File: config.mk
export PLATFORM = sky130hd
export DESIGN_NAME = mult18_wtree
export DESIGN_NICKNAME = d
export VERILOG_FILES = /design/src/verilog/mult18_pkg.sv /design/src/verilog/mult18_pipe_pkg.sv /design/src/verilog/csa_row.sv /design/src/verilog/stage_reg.sv /design/src/verilog/wtree_reduce_upper.sv /design/src/verilog/wtree_reduce_mid.sv /design/src/verilog/wtree_resolve.sv /design/src/verilog/mult18_wtree.sv
export SDC_FILE = /design/constraint.sdc
export NUM_CORES = 1
export LEC_CHECK = 0
export BUFFER_PORTS_ARGS = -buffer_cell sky130_fd_sc_hd__buf_2
export CAP_MARGIN = 20
export CORE_UTILIZATION = 30
export CTS_CLUSTER_SIZE = 28
export DETAILED_ROUTE_END_ITERATION = 8
export PLACE_DENSITY = 0.43
export RECOVER_POWER = 50
export SYNTH_ARGS = -nofsm -noshare
export SYNTH_HDL_FRONTEND = slang
export SYNTH_SLANG_ARGS = --single-unit
File: constraint.sdc
create_clock -name clk -period 4.9 [get_ports clk]
set_clock_uncertainty 0.2 [all_clocks]
set_input_delay 0.735 -clock clk [delete_from_list [all_inputs] [get_ports clk]]
set_output_delay 0.735 -clock clk [all_outputs]
set_load 0.05 [all_outputs]
File: src/verilog/mult18_pkg.sv
`default_nettype none

package mult18_pkg;

  localparam int pp_w      = 20;
  localparam int pp_count  = 9;
  localparam int pp_last_w = 18;
  localparam int product_w = 36;

  // width of one compressed group of three rows after stage 1
  localparam int grp_w     = 24;
  // pair a sits at column 0 of the product and pair b at column 7
  localparam int pair_a_w  = 30;
  localparam int pair_b_w  = 29;

  typedef logic [pp_w-1:0]      pp_t;
  typedef logic [pp_last_w-1:0] pp_last_t;
  typedef logic [product_w-1:0] product_t;

  // pp[k] carries partial product k+1 with weight 4**k
  typedef struct packed {
    pp_t [pp_count-1:0] pp;
    pp_last_t           pp_last;
  } pp_set_t;

  // carry vectors are kept unshifted, carry bit i has weight 2**(i+1)
  typedef struct packed {
    logic [pair_a_w-1:0] sum_a;
    logic [pair_a_w-1:0] carry_a;
    logic [pair_b_w-1:0] sum_b;
    logic [pair_b_w-1:0] carry_b;
    pp_last_t            pp_last;
  } upper_cs_t;

  typedef struct packed {
    product_t sum;
    product_t carry;
    pp_last_t pp_last;
  } mid_cs_t;

endpackage

`default_nettype wire

File: src/verilog/mult18_pipe_pkg.sv
`default_nettype none

package mult18_pipe_pkg;

  // register point on the incoming partial products
  localparam bit pipe_in    = 1'b1;

  // register point after reduction stage 2
  localparam bit pipe_upper = 1'b1;

  // register point after reduction stage 4
  localparam bit pipe_mid   = 1'b1;

  // register point after the carry-propagate adder
  localparam bit pipe_out   = 1'b1;

  // cycles from a sampled operand set to its product on the output
  localparam int latency = int'(pipe_in) + int'(pipe_upper) +
                           int'(pipe_mid) + int'(pipe_out);

endpackage

`default_nettype wire

File: src/verilog/csa_row.sv
`default_nettype none

module csa_row #(
  parameter int width = 24
) (
  input  logic [width-1:0] a,
  input  logic [width-1:0] b,
  input  logic [width-1:0] c,
  output logic [width-1:0] sum,
  output logic [width-1:0] carry
);

  // one 3:2 counter per column with no ripple between columns
  // a column with a zero input behaves as a half adder
  assign sum = a ^ b ^ c;

  // carry[i] belongs to column i+1, the caller shifts it into place
  assign carry = (a & b) | (a & c) | (b & c);

endmodule

`default_nettype wire

File: src/verilog/stage_reg.sv
`default_nettype none

module stage_reg #(
  parameter type payload_t = logic,
  parameter bit  enable    = 1'b1
) (
  input  logic     clk,
  input  logic     rstn,
  input  payload_t d,
  output payload_t q
);

  generate
    if (enable) begin : g_reg
      always_ff @(posedge clk or negedge rstn) begin
        if (!rstn) begin
          q <= '0;
        end else begin
          q <= d;
        end
      end
    end else begin : g_bypass
      assign q = d;
    end
  endgenerate

endmodule

`default_nettype wire

File: src/verilog/wtree_reduce_upper.sv
`default_nettype none

module wtree_reduce_upper (
  input  mult18_pkg::pp_set_t   pp,
  output mult18_pkg::upper_cs_t cs
);

  localparam int grp_w = mult18_pkg::grp_w;

  logic [grp_w-1:0] row_a   [3];
  logic [grp_w-1:0] row_b   [3];
  logic [grp_w-1:0] row_c   [3];
  logic [grp_w-1:0] g_sum   [3];
  logic [grp_w-1:0] g_carry [3];

  logic [mult18_pkg::pair_a_w-1:0] sum_a;
  logic [mult18_pkg::pair_a_w-1:0] carry_a;
  logic [mult18_pkg::pair_b_w-1:0] sum_b;
  logic [mult18_pkg::pair_b_w-1:0] carry_b;

  // stage 1 compresses rows 3g, 3g+1, 3g+2 at shifts 0, 2 and 4
  // column 23 sees only sign bits, so each pair extends by repeating bit 23
  for (genvar g = 0; g < 3; g++) begin : g_stage1
    assign row_a[g] = {{4{pp.pp[3*g][19]}}, pp.pp[3*g]};
    assign row_b[g] = {{2{pp.pp[3*g+1][19]}}, pp.pp[3*g+1], 2'b00};
    assign row_c[g] = {pp.pp[3*g+2], 4'b0000};

    csa_row #(
      .width(grp_w)
    ) u_csa (
      .a    (row_a[g]),
      .b    (row_b[g]),
      .c    (row_c[g]),
      .sum  (g_sum[g]),
      .carry(g_carry[g])
    );
  end

  // pair a adds the group 2 sum at column 6 to the group 1 pair
  csa_row #(
    .width(mult18_pkg::pair_a_w)
  ) u_stage2_a (
    .a    ({{6{g_sum[0][23]}}, g_sum[0]}),
    .b    ({{5{g_carry[0][23]}}, g_carry[0], 1'b0}),
    .c    ({g_sum[1], 6'b0}),
    .sum  (sum_a),
    .carry(carry_a)
  );

  // pair b is based at column 7, where group 2 carries start
  // group 3 sum lands at offset 5 and its carries at offset 6
  // the top carry of group 3 falls above bit 35 and is not needed
  csa_row #(
    .width(mult18_pkg::pair_b_w)
  ) u_stage2_b (
    .a    ({{5{g_carry[1][23]}}, g_carry[1]}),
    .b    ({g_sum[2], 5'b0}),
    .c    ({g_carry[2][22:0], 6'b0}),
    .sum  (sum_b),
    .carry(carry_b)
  );

  assign cs = '{
    sum_a:   sum_a,
    carry_a: carry_a,
    sum_b:   sum_b,
    carry_b: carry_b,
    pp_last: pp.pp_last
  };

endmodule

`default_nettype wire

File: src/verilog/wtree_reduce_mid.sv
`default_nettype none

module wtree_reduce_mid (
  input  mult18_pkg::upper_cs_t cs_in,
  output mult18_pkg::mid_cs_t   cs_out
);

  mult18_pkg::product_t s3;
  mult18_pkg::product_t c3;
  mult18_pkg::product_t s4;
  mult18_pkg::product_t c4;

  // stage 3 widens pair a to the full product width
  // its top column holds only sign bits, so bit 29 is repeated upwards
  // pair b sum enters at column 7, its base column
  csa_row #(
    .width(mult18_pkg::product_w)
  ) u_stage3 (
    .a    ({{6{cs_in.sum_a[29]}}, cs_in.sum_a}),
    .b    ({{5{cs_in.carry_a[29]}}, cs_in.carry_a, 1'b0}),
    .c    ({cs_in.sum_b, 7'b0}),
    .sum  (s3),
    .carry(c3)
  );

  // stage 4 folds in the pair b carries, one column above the pair b base
  // anything that would land on bit 36 or higher is dropped
  csa_row #(
    .width(mult18_pkg::product_w)
  ) u_stage4 (
    .a    (s3),
    .b    ({c3[34:0], 1'b0}),
    .c    ({cs_in.carry_b[27:0], 8'b0}),
    .sum  (s4),
    .carry(c4)
  );

  assign cs_out = '{
    sum:     s4,
    carry:   c4,
    pp_last: cs_in.pp_last
  };

endmodule

`default_nettype wire

File: src/verilog/wtree_resolve.sv
`default_nettype none

module wtree_resolve (
  input  mult18_pkg::mid_cs_t  cs,
  output mult18_pkg::product_t product
);

  mult18_pkg::product_t s5;
  mult18_pkg::product_t c5;

  // stage 5 adds the correction row at column 18
  // the row is unsigned and needs no extension
  csa_row #(
    .width(mult18_pkg::product_w)
  ) u_stage5 (
    .a    (cs.sum),
    .b    ({cs.carry[34:0], 1'b0}),
    .c    ({cs.pp_last, 18'b0}),
    .sum  (s5),
    .carry(c5)
  );

  // the carry-propagate adder wraps modulo 2**36
  assign product = s5 + {c5[34:0], 1'b0};

endmodule

`default_nettype wire

File: src/verilog/mult18_wtree.sv
`default_nettype none

module mult18_wtree (
  input  logic                 clk,
  input  logic                 rstn,
  input  mult18_pkg::pp_set_t  pp_in,
  output mult18_pkg::product_t final_p
);

  mult18_pkg::pp_set_t   pp_q;
  mult18_pkg::upper_cs_t upper_d;
  mult18_pkg::upper_cs_t upper_q;
  mult18_pkg::mid_cs_t   mid_d;
  mult18_pkg::mid_cs_t   mid_q;
  mult18_pkg::product_t  product_d;

  // a new operand set is taken every cycle, there is no stall path
  stage_reg #(
    .payload_t(mult18_pkg::pp_set_t),
    .enable   (mult18_pipe_pkg::pipe_in)
  ) u_in (
    .clk (clk),
    .rstn(rstn),
    .d   (pp_in),
    .q   (pp_q)
  );

  wtree_reduce_upper u_reduce_upper (
    .pp(pp_q),
    .cs(upper_d)
  );

  stage_reg #(
    .payload_t(mult18_pkg::upper_cs_t),
    .enable   (mult18_pipe_pkg::pipe_upper)
  ) u_upper (
    .clk (clk),
    .rstn(rstn),
    .d   (upper_d),
    .q   (upper_q)
  );

  wtree_reduce_mid u_reduce_mid (
    .cs_in (upper_q),
    .cs_out(mid_d)
  );

  // the correction row rides in mid_cs_t so it stays with its own set
  stage_reg #(
    .payload_t(mult18_pkg::mid_cs_t),
    .enable   (mult18_pipe_pkg::pipe_mid)
  ) u_mid (
    .clk (clk),
    .rstn(rstn),
    .d   (mid_d),
    .q   (mid_q)
  );

  wtree_resolve u_resolve (
    .cs     (mid_q),
    .product(product_d)
  );

  stage_reg #(
    .payload_t(mult18_pkg::product_t),
    .enable   (mult18_pipe_pkg::pipe_out)
  ) u_out (
    .clk (clk),
    .rstn(rstn),
    .d   (product_d),
    .q   (final_p)
  );

endmodule

`default_nettype wire

==> metrics.cfg, run 1 <==
[grt]
grt_overflow=0
grt_use_total_pct=11.4
grt_pass1_wl_um=52400
grt_max_degree=117
grt_antenna_before_repair=0
grt_pass1_vias=9844

[cells_and_area]
num_antenna_cells=0
area_delta_synth_final_pct=22.1
finalNonFillerCells=2133
drive_gt1_share_pct=23.3
design_area_um2=21100
layout.nets=1777
layout_commonest_cell=dfrtp_1
fin_util_pct=37.2
final_cell_mix=dfrtp_1, buf_2, fa_1

[timing]
hold_ws_ps=68.8
setup_viol=0
hold_viol_final=0
slew_headroom_pct=-102
period_needed_ps=3240
slew_violations=114
layout_setup_ws_ps=1660
fin_crit_sh_pct=66.1
grt_setup_unrepaired=no
tns_ps=0
tightest_slew_ps=3030
fmax_mhz=309

[worst_setup_path]
end_kind=async pin
r2r_slack_ps=1710
arrival_ps=3690
required_ps=5350
crit_buf_inv=2
crit_fanout=116
worst_path_max_delay_cell=clkbuf_2
worst_setup_path_start_kind=input port
crit_chain=clkbuf_2 -> buf_4
worst-setup-path-type=input port to async pin
cpPeakStageDelay_ps=2040
cp_top_family=buffers and inverters

[synth]
synth_fa_ha_area_share_pct=24.4
yosysUniqueCellTypes=50
synth-xor-area-share_pct=1.52
syn_area_per_cell_um2=16.4
synth_ff_type=dfrtp_1
synthArstFlopShare_pct=100
yosysSeqAreaShare_pct=64.2
ys_seq_elements=443
synthCells=1055
synthMuxAreaShare_pct=0.0652
synth_compound_area_share_pct=3.66
synthSimpleGateAreaFrac_pct=2.40
synth.top_cell.area_share_pct=64.2
synth_edf_count=0
synth_top_cell_by_area=dfrtp_1
syn_area_um2=17300
yosys_warnings=0
synth_top_family_by_area=adder cells
synth.area.top_cells=dfrtp_1, fa_1, ha_1, inv_1, xnor2_1
synth_nets=1491

[detailed_routing]
top_layer_used=met4
dr.pass1.iters=4
met2_wirelength_um=15400
wirelength_met1_um=13300
wl_um=31300
vias=8410
remaining_drc_errors=0
drt_iter0_drc=278
viasPerCell=3.94
met3WireLength_um=1710
wl_per_cell_um=14.7
drtAntennaViolNets=0

[clock_tree]
clock_latency_ps=570
clock_path_buffers=3
htreeDepth=2
postCtsSetupBuffers=0
cts_resized=0
cts.clk_slew.worst_paths_ps=60
cts-root-buf=clkbuf_16
ctsHoldBuffers=0
tritoncts=yes
cts_buffers=51
clock-sinks=443

[floorplan]
die_x_um=242
dieArea_um2=58500
num_rows=87
die_h_um=242
num_io_pins=236
core_area_um2=56600
initial_core_util_pct=30.5

[placement]
place_ws_ps=1700
dpl.cell_count=2044
gp_congestion=0.760
placed_area_um2=19500
portBuffers=235
dp_hpwl_um=23400

[pwr]
p_leak_nw=10.0
p_int_mw=8.76
seq_power_share_pct=34.5
p_comb_share_pct=38.4
powerDensity_nw_per_um2=649
ir_drop_mv=0.282
clkPwrFrac_pct=27.1
swShare_pct=36.0
power_mw=13.7
switchingPower_mw=4.92

[run]
maxCapViolations=1

[outcome]
violations=capacitance limit, slew limit
status=finished, violations left

[hold_path]
hold_class=input port to flop

synthesized netlist by cell type (all sizes together) (5+ instances only):
| cell type | instances |
|---|---|
| nor2 | 20 |
| a211oi | 5 |
| o21ai | 15 |
| fa | 169 |
| nand2 | 20 |
| nand4 | 5 |
| inv | 164 |
| dfrtp | 443 |
| xor2 | 6 |
| a21o | 7 |
| nor3 | 9 |
| a21oi | 30 |
| or2 | 5 |
| xnor2 | 24 |
| nand3 | 11 |
| ha | 67 |
worst paths after layout:
path / start / end / cells past startpoint
max reg2reg: u_mid.q[24] / u_out.q[29] / 9
max in group clk: u_mid.q[24] / u_out.q[29] / 9
min in group asynchronous: rstn / u_in.q[61] / 1
min reg2reg: u_mid.q[56] / u_out.q[2] / 0
min: pp_in[13] / u_in.q[13] / 1
max: rstn / u_upper.q[50] / 2
final cells by class:
class	instances	area, um2
fillers	5434	35500
flip-flops and latches	443	11100
multi-input cells	441	5540
clock buffers	77	1470
repair buffers	240	1240
well taps	756	946
inverters	164	616
clock inverters	12	179
per-layer routing:
metal	GRT usage (%)	vias up
met3	2.99	60
met5	0	-
met4	4.13	0
met2	18.6	177
met1	14.6	4305
li1	-	3868
power groups by stage:
stage,clock network [mW],registers (mW),logic (mW)
floorplan,0,5.22,3.33
global route,4.03,4.81,6.00
global placement,0,4.79,5.37
detailed placement,0,4.81,5.37
finish,3.71,4.72,5.25
CTS,3.88,4.74,5.40
flip-flops by register name (all words and copies together), names as in the netlist:
register and cells:
u_in.q 198, u_mid.q 84, u_upper.q 125, u_out.q 36
cell families (layout without fill, tap and decap cells):
| group | count (synthesis) | in the layout |
|---|---|---|
| xor gates and xnor gates | 30 | 30 |
| AOI/OAI and AO/OA | 90 | 90 |
| DFF | 443 | 443 |
| muxes | 1 | 1 |
| adders and majority gates | 236 | 236 |
| buffers and inverters | 171 | 493 |
| and+or+nand+nor | 84 | 84 |
Power figures use the tool's default switching activity.
==> inputs of run 2 (changes only) <==
--- a/config.mk
+++ b/config.mk
@@ -5,12 +5,13 @@
 export SDC_FILE = /design/constraint.sdc
 export NUM_CORES = 1
 export LEC_CHECK = 0
+export ABC_AREA = 1
 export BUFFER_PORTS_ARGS = -buffer_cell sky130_fd_sc_hd__buf_2
 export CAP_MARGIN = 20
 export CORE_UTILIZATION = 30
 export CTS_CLUSTER_SIZE = 28
 export DETAILED_ROUTE_END_ITERATION = 8
-export PLACE_DENSITY = 0.43
+export PLACE_DENSITY = 0.45
 export RECOVER_POWER = 50
 export SYNTH_ARGS = -nofsm -noshare
 export SYNTH_HDL_FRONTEND = slang
==> constraint.sdc (replaced) <==
create_clock -name clk -period 2.84 [get_ports clk]
set_clock_uncertainty 0.2 [all_clocks]
set_input_delay 0.426 -clock clk [delete_from_list [all_inputs] [get_ports clk]]
set_output_delay 0.426 -clock clk [all_outputs]
set_load 0.05 [all_outputs]
==> run 2 against run 1 <==
Compared with the run above: largest power group unchanged; first-iteration DRC count up 28%; highest routed layer unchanged; setup slack worse by 1400 ps; clock power increased by 74%; the run now ends clean.
==> metrics.cfg, run 2 <==
[grt]
grt_use_total_pct=12.9
grt_overflow=0
grt_use_met2_pct=21.9
grt_antenna_before_repair=0
gr-usage-met1_pct=16.3
grt_max_degree=83
grt_pass1_vias=11700
gr-usage-met3_pct=2.77
grt_pass1_wl_um=60400
grt.busiest_layer=met2

[cells_and_area]
num_antenna_cells=0
layout_commonest_cell=dfrtp_1
top_regs=u_in.q x198, u_upper.q x125, u_mid.q x84
fill_cells=5442
area_delta_synth_final_pct=33.1
largest_reg_flops=198
layout.nets=2192
top_register=u_in.q
design_area_um2=23700
drive_gt1_share_pct=18.5
final_cell_mix=dfrtp_1, inv_1, buf_2

[worst_setup_path]
cp_top_family=adder cells
cpPeakStageDelay_ps=480
r2r.worst_path.cells=10
r2r_slack_ps=270
worst-setup-path-type=flop to flop
worstReg2RegStart=u_mid.q[24]
end_kind=flop
crit_chain=ha_1 -> ha_1 -> fa_1 -> nand3_1 -> nand3_2 -> nand2_1 -> nand2_1 -> nand3_1 -> nand2_1 -> xor2_1
worst_path_max_delay_cell=fa_1
path_common_cell=nand2_1
crit_buf_inv=0
required_ps=3100
crit_fanout=4
arrival_ps=2830
worst_setup_path_start_kind=flop
reg2reg_to=u_out.q[21]

[detailed_routing]
drt_iter0_drc=356
wl_per_cell_um=14.2
viasPerCell=3.84
remaining_drc_errors=0
dr.pass1.iters=4
wl_um=36400
vias=9829
drtAntennaViolNets=0

[synth]
synth_top_cells_by_count=dfrtp_1, inv_1, nand2_1
yosys_warnings=0
synth_top_cell_by_area=dfrtp_1
synthArstFlopShare_pct=100
yosysSeqAreaShare_pct=62.4
synth.area.top_cells=dfrtp_1, fa_1, inv_1, ha_1, nand2_1
synthCells=1257
ys_seq_elements=443
synth_ff_type=dfrtp_1
syn_area_per_cell_um2=14.1
syn_area_um2=17800
synth.top_cell.area_share_pct=62.4
synth_most_common_cell=dfrtp_1
yosysUniqueCellTypes=17
synth_nets=1693
synth_edf_count=0

[timing]
slew_headroom_pct=11.4
setup_viol=0
grt_setup_unrepaired=no
hold_viol_final=0
fin_crit_sh_pct=90.7
tightest_slew_ps=1330
fmax_mhz=388
period_needed_ps=2570
tns_ps=0
slew_violations=0

[run]
maxCapViolations=0

[clock_tree]
ctsHoldBuffers=199
clock_path_buffers=3
cts_resized=0
cts-root-buf=clkbuf_16
cts.clk_slew.worst_paths_ps=60
postCtsSetupBuffers=0
cts_buffers=50
tritoncts=yes
htreeDepth=2
clock-sinks=443
clock_latency_ps=580

[floorplan]
initial_core_util_pct=30.6
core_area_um2=58100
num_rows=88
num_io_pins=236
die_x_um=245
dieArea_um2=60200
die_h_um=245

[hold_path]
hold_class=flop to flop
min_to=u_upper.q[12]
min_path_cells=0
hold_start=u_in.q[12]

[placement]
dp_hpwl_um=26400
placed_area_um2=20100
portBuffers=235
gp_congestion=0.793

[outcome]
status=complete, no violations

[pwr]
ir_drop_mv=0.540
p_leak_nw=11.8
powerDensity_nw_per_um2=1020

==> run 2: cell count changes after synthesis, moves of 6 or more <==
cell,delta
a21o_1,-6
o21ai_0,-12
nand3_1,+18
nor3_1,-9
nor2_1,+9
nor2_2,+6
xor2_1,+13
inv_1,+88
nand3_2,+7
xnor2_1,-19
a21oi_1,-13
nand2_2,+9
nand2_1,+177
==> run 2: logic make-up after synthesis <==
family                   share of synthesized area (%)
AO/OA/AOI/OAI                                    0.535
XOR/XNOR                                          1.18
adder cells (fa/ha/maj)                           23.8
buffers and inverters                             5.32
flip-flops                                        62.4
AND/OR/NAND/NOR                                   6.84
==> run 2: worst max-delay path by stage <==
stage,start,end,slack (ps),cells after the start
6_report,u_mid.q[24],u_out.q[21],270,10
5_1_grt,rstn,u_upper.q[80],150,3
4_1_cts,u_mid.q[24],u_out.q[21],260,10
3_5_place_dp,u_mid.q[24],u_out.q[21],270,10
3_3_place_gp,u_mid.q[24],u_out.q[21],300,10
2_1_floorplan,u_mid.q[24],u_out.q[21],600,10
==> run 2: through the flow <==
step                std cells  setup slack [ps]  hold WS [ps]  util (%)  total power, mW
floorplan                1257               603         -69.6         -             14.8
global placement         2270               304           134      34.5             18.1
detailed placement       2270               266           135      34.5             18.0
CTS                      2559               260           143      40.8             24.9
global route             2559               151           148      40.7             26.4
finish                   2559               265           140      40.7             24.1
==> run 2: worst reg2reg max path, cell delays in order (launching register included) <==
cell and delay, ps:
dfrtp_1 370, ha_1 290, ha_1 250, fa_1 480
nand3_1 110, nand3_2 130, nand2_1 90, nand2_1 170
nand3_1 120, nand2_1 100, xor2_1 150
==> run 2: routing by layer <==
| layer | part of all wire (%) | vias up |
|---|---|---|
| li1 | - | 4711 |
| met1 | 43 | 4872 |
| met2 | 50 | 181 |
| met3 | 4.5 | 65 |
| met4 | 2.5 | 0 |
| met5 | 0 | - |
==> run 2: area by class of cell <==
class                           count  area (um2)  area share, %
Clock buffer                       72        1470           6.19
Clock inverter                     18         203          0.857
Inverter                          252         946           4.00
Multi-Input combinational cell    562        5740           24.3
Sequential cell                   443       11100           46.9
Tap cell                          765         957           4.05
Timing Repair Buffer              447        3250           13.7
==> run 2: power by group <==
group / total (mW) / switching [mW] / internal [mW]
sequential: 8.17 / 0.552 / 7.61
combinational: 9.51 / 6.16 / 3.35
clock: 6.44 / 2.57 / 3.87
total: 24.1 / 9.29 / 14.8
==> inputs of run 3 (changes only) <==
--- a/config.mk
+++ b/config.mk
@@ -11,7 +11,7 @@
 export CORE_UTILIZATION = 30
 export CTS_CLUSTER_SIZE = 28
 export DETAILED_ROUTE_END_ITERATION = 8
-export PLACE_DENSITY = 0.45
+export PLACE_DENSITY = 0.43
 export RECOVER_POWER = 50
 export SYNTH_ARGS = -nofsm -noshare
 export SYNTH_HDL_FRONTEND = slang
==> constraint.sdc (replaced) <==
create_clock -name clk -period 2.38 [get_ports clk]
set_clock_uncertainty 0.2 [all_clocks]
set_input_delay 0.357 -clock clk [delete_from_list [all_inputs] [get_ports clk]]
set_output_delay 0.357 -clock clk [all_outputs]
set_load 0.05 [all_outputs]
==> run 3 against run 2 <==
Compared with the run above: maximum frequency up 13%; critical path depth down 1; final cell count up 1.3%; combinational power up 52%; clock-buffer cell count up 3; via count up 2.2%; critical path type unchanged; largest cell class unchanged; largest power group unchanged.
==> metrics.cfg, run 3 (synthesis gave the netlist of run 2 again) <==
[placement]
gp_congestion=0.794
portBuffers=235
dp_hpwl_um=26400
place_ws_ps=-125
placed_area_um2=20300
dpl.cell_count=2297

[floorplan]
core_area_um2=58100
num_io_pins=236
num_rows=88
die_x_um=245
die_h_um=245
initial_core_util_pct=30.6
dieArea_um2=60200

[timing]
slew_headroom_pct=0.370
slew_violations=0
grt_setup_unrepaired=yes
hold_ws_ps=140
fmax_mhz=439
hold_viol_final=0
setup_viol=0
fin_crit_sh_pct=95.8
tns_ps=0
period_needed_ps=2280
tightest_slew_ps=1490
layout_setup_ws_ps=101

[grt]
grt_pass1_wl_um=60100
grt_max_degree=57
grt_antenna_before_repair=0
grt_use_total_pct=12.9
grt_pass1_vias=11600
grt_overflow=0

[cells_and_area]
final_cell_mix=dfrtp_1, inv_1, buf_2
top_register=u_in.q
area_delta_synth_final_pct=37.6
layout.nets=2221
top_regs=u_in.q x198, u_upper.q x125, u_mid.q x84
drive_gt1_share_pct=24.9
multi_input_area_um2=6230
num_antenna_cells=0
design_area_um2=24500
ff_latch_area_um2=11100
layout_commonest_cell=dfrtp_1
fill_cells=5422
largest_reg_flops=198
finalNonFillerCells=2591

[detailed_routing]
drt_iter0_drc=388
drtAntennaViolNets=0
dr.pass1.iters=4
vias=10000
remaining_drc_errors=0
viasPerCell=3.88
wl_um=36500
wl_per_cell_um=14.1

[pwr]
powerDensity_nw_per_um2=1320
ir_drop_mv=0.611
p_leak_nw=12.0

[worst_setup_path]
reg2reg_to=u_out.q[27]
r2r_slack_ps=100
crit_fanout=4
r2r.worst_path.cells=9
worst-setup-path-type=flop to flop
crit_start=u_mid.q[72]
path_common_cell=nand2_2
end_kind=flop
crit_chain=fa_1 -> ha_4 -> nand2_4 -> nor2_4 -> nand2_1 -> nand3_4 -> nand2_2 -> nand3_1 -> nand2_2
worstReg2RegStart=u_mid.q[72]
required_ps=2650
cpPeakStageDelay_ps=530
arrival_ps=2550
worst_setup_path_start_kind=flop
cp_top_family=adder cells
crit_buf_inv=0
worst_path_max_delay_cell=fa_1

[clock_tree]
cts_buffers=51
tritoncts=yes
htreeDepth=2
clock-sinks=443
cts.clk_slew.worst_paths_ps=60
clock_latency_ps=590
clock_path_buffers=3
cts-root-buf=clkbuf_16

[run]
maxCapViolations=0

[hold_path]
hold_start=u_upper.q[2]
min_path_cells=0
min_to=u_mid.q[2]
hold_class=flop to flop

[outcome]
status=complete, no violations

## run 3: cell types whose count changed in the layout (fill, tap and decap cells not counted), sizes merged
| cell | change |
|---|---|
| buf | +23 |
| clkbuf | +9 |
| clkinv | +3 |
| clkinvlp | -2 |
| bufinv | +1 |
| dlymetal6s2s | -1 |
| inv | -1 |
## run 3: layout make-up
cell class,count,area share [%]
well taps,765,3.91
clock buffers,75,6.21
multi-input cells,562,25.5
repair buffers,475,14.3
clock inverters,19,0.901
inverters,252,3.87
flip-flops and latches,443,45.3
## run 3: worst reg2reg max path: cells and delay by family, from the launching register on
family,cells,cell delay [ps]
flip-flops,1,390
adder cells (fa/ha/maj),2,870
AND/OR/NAND/NOR,7,710
## run 3: how the worst max path moves through the flow
stage                  endpoint  cells past startpoint  slack, ps
floorplan           u_out.q[21]                     10        140
global placement    u_out.q[23]                      9       -180
detailed placement  u_out.q[23]                      9       -120
CTS                 u_out.q[27]                     12          1
global route        u_in.q[132]                      3        -10
finish              u_out.q[27]                      9        100
## run 3: layer usage
layer	vias up	global-route usage, %	routed length, um
li1	4771	-	-
met2	183	21.7	18400
met5	-	0	0
met4	0	4.07	780
met3	43	3.11	1800
met1	5046	16.2	15600
## run 3: per-stage QoR
step | power (mW) | utilization (%)
floorplan | 17.6 | -
CTS | 31.0 | 41.5
detailed placement | 22.1 | 34.9
global route | 34.9 | 42.1
global placement | 22.1 | 34.9
finish | 32.2 | 42.1
## run 3: what timing repair did
item	CTS	global route
pin swaps	3	38
setup buffers	0	1
resized for setup	18	95
hold buffers	199	0
endpoints found under the hold margin	475	0
setup endpoints to repair	13	16
## run 3: power by group
group          switching, mW  internal (mW)  total [mW]
clock network           3.06           4.86        7.92
logic                   8.65           5.86        14.5
registers              0.649           9.08        9.73
total                   12.4           19.8        32.2
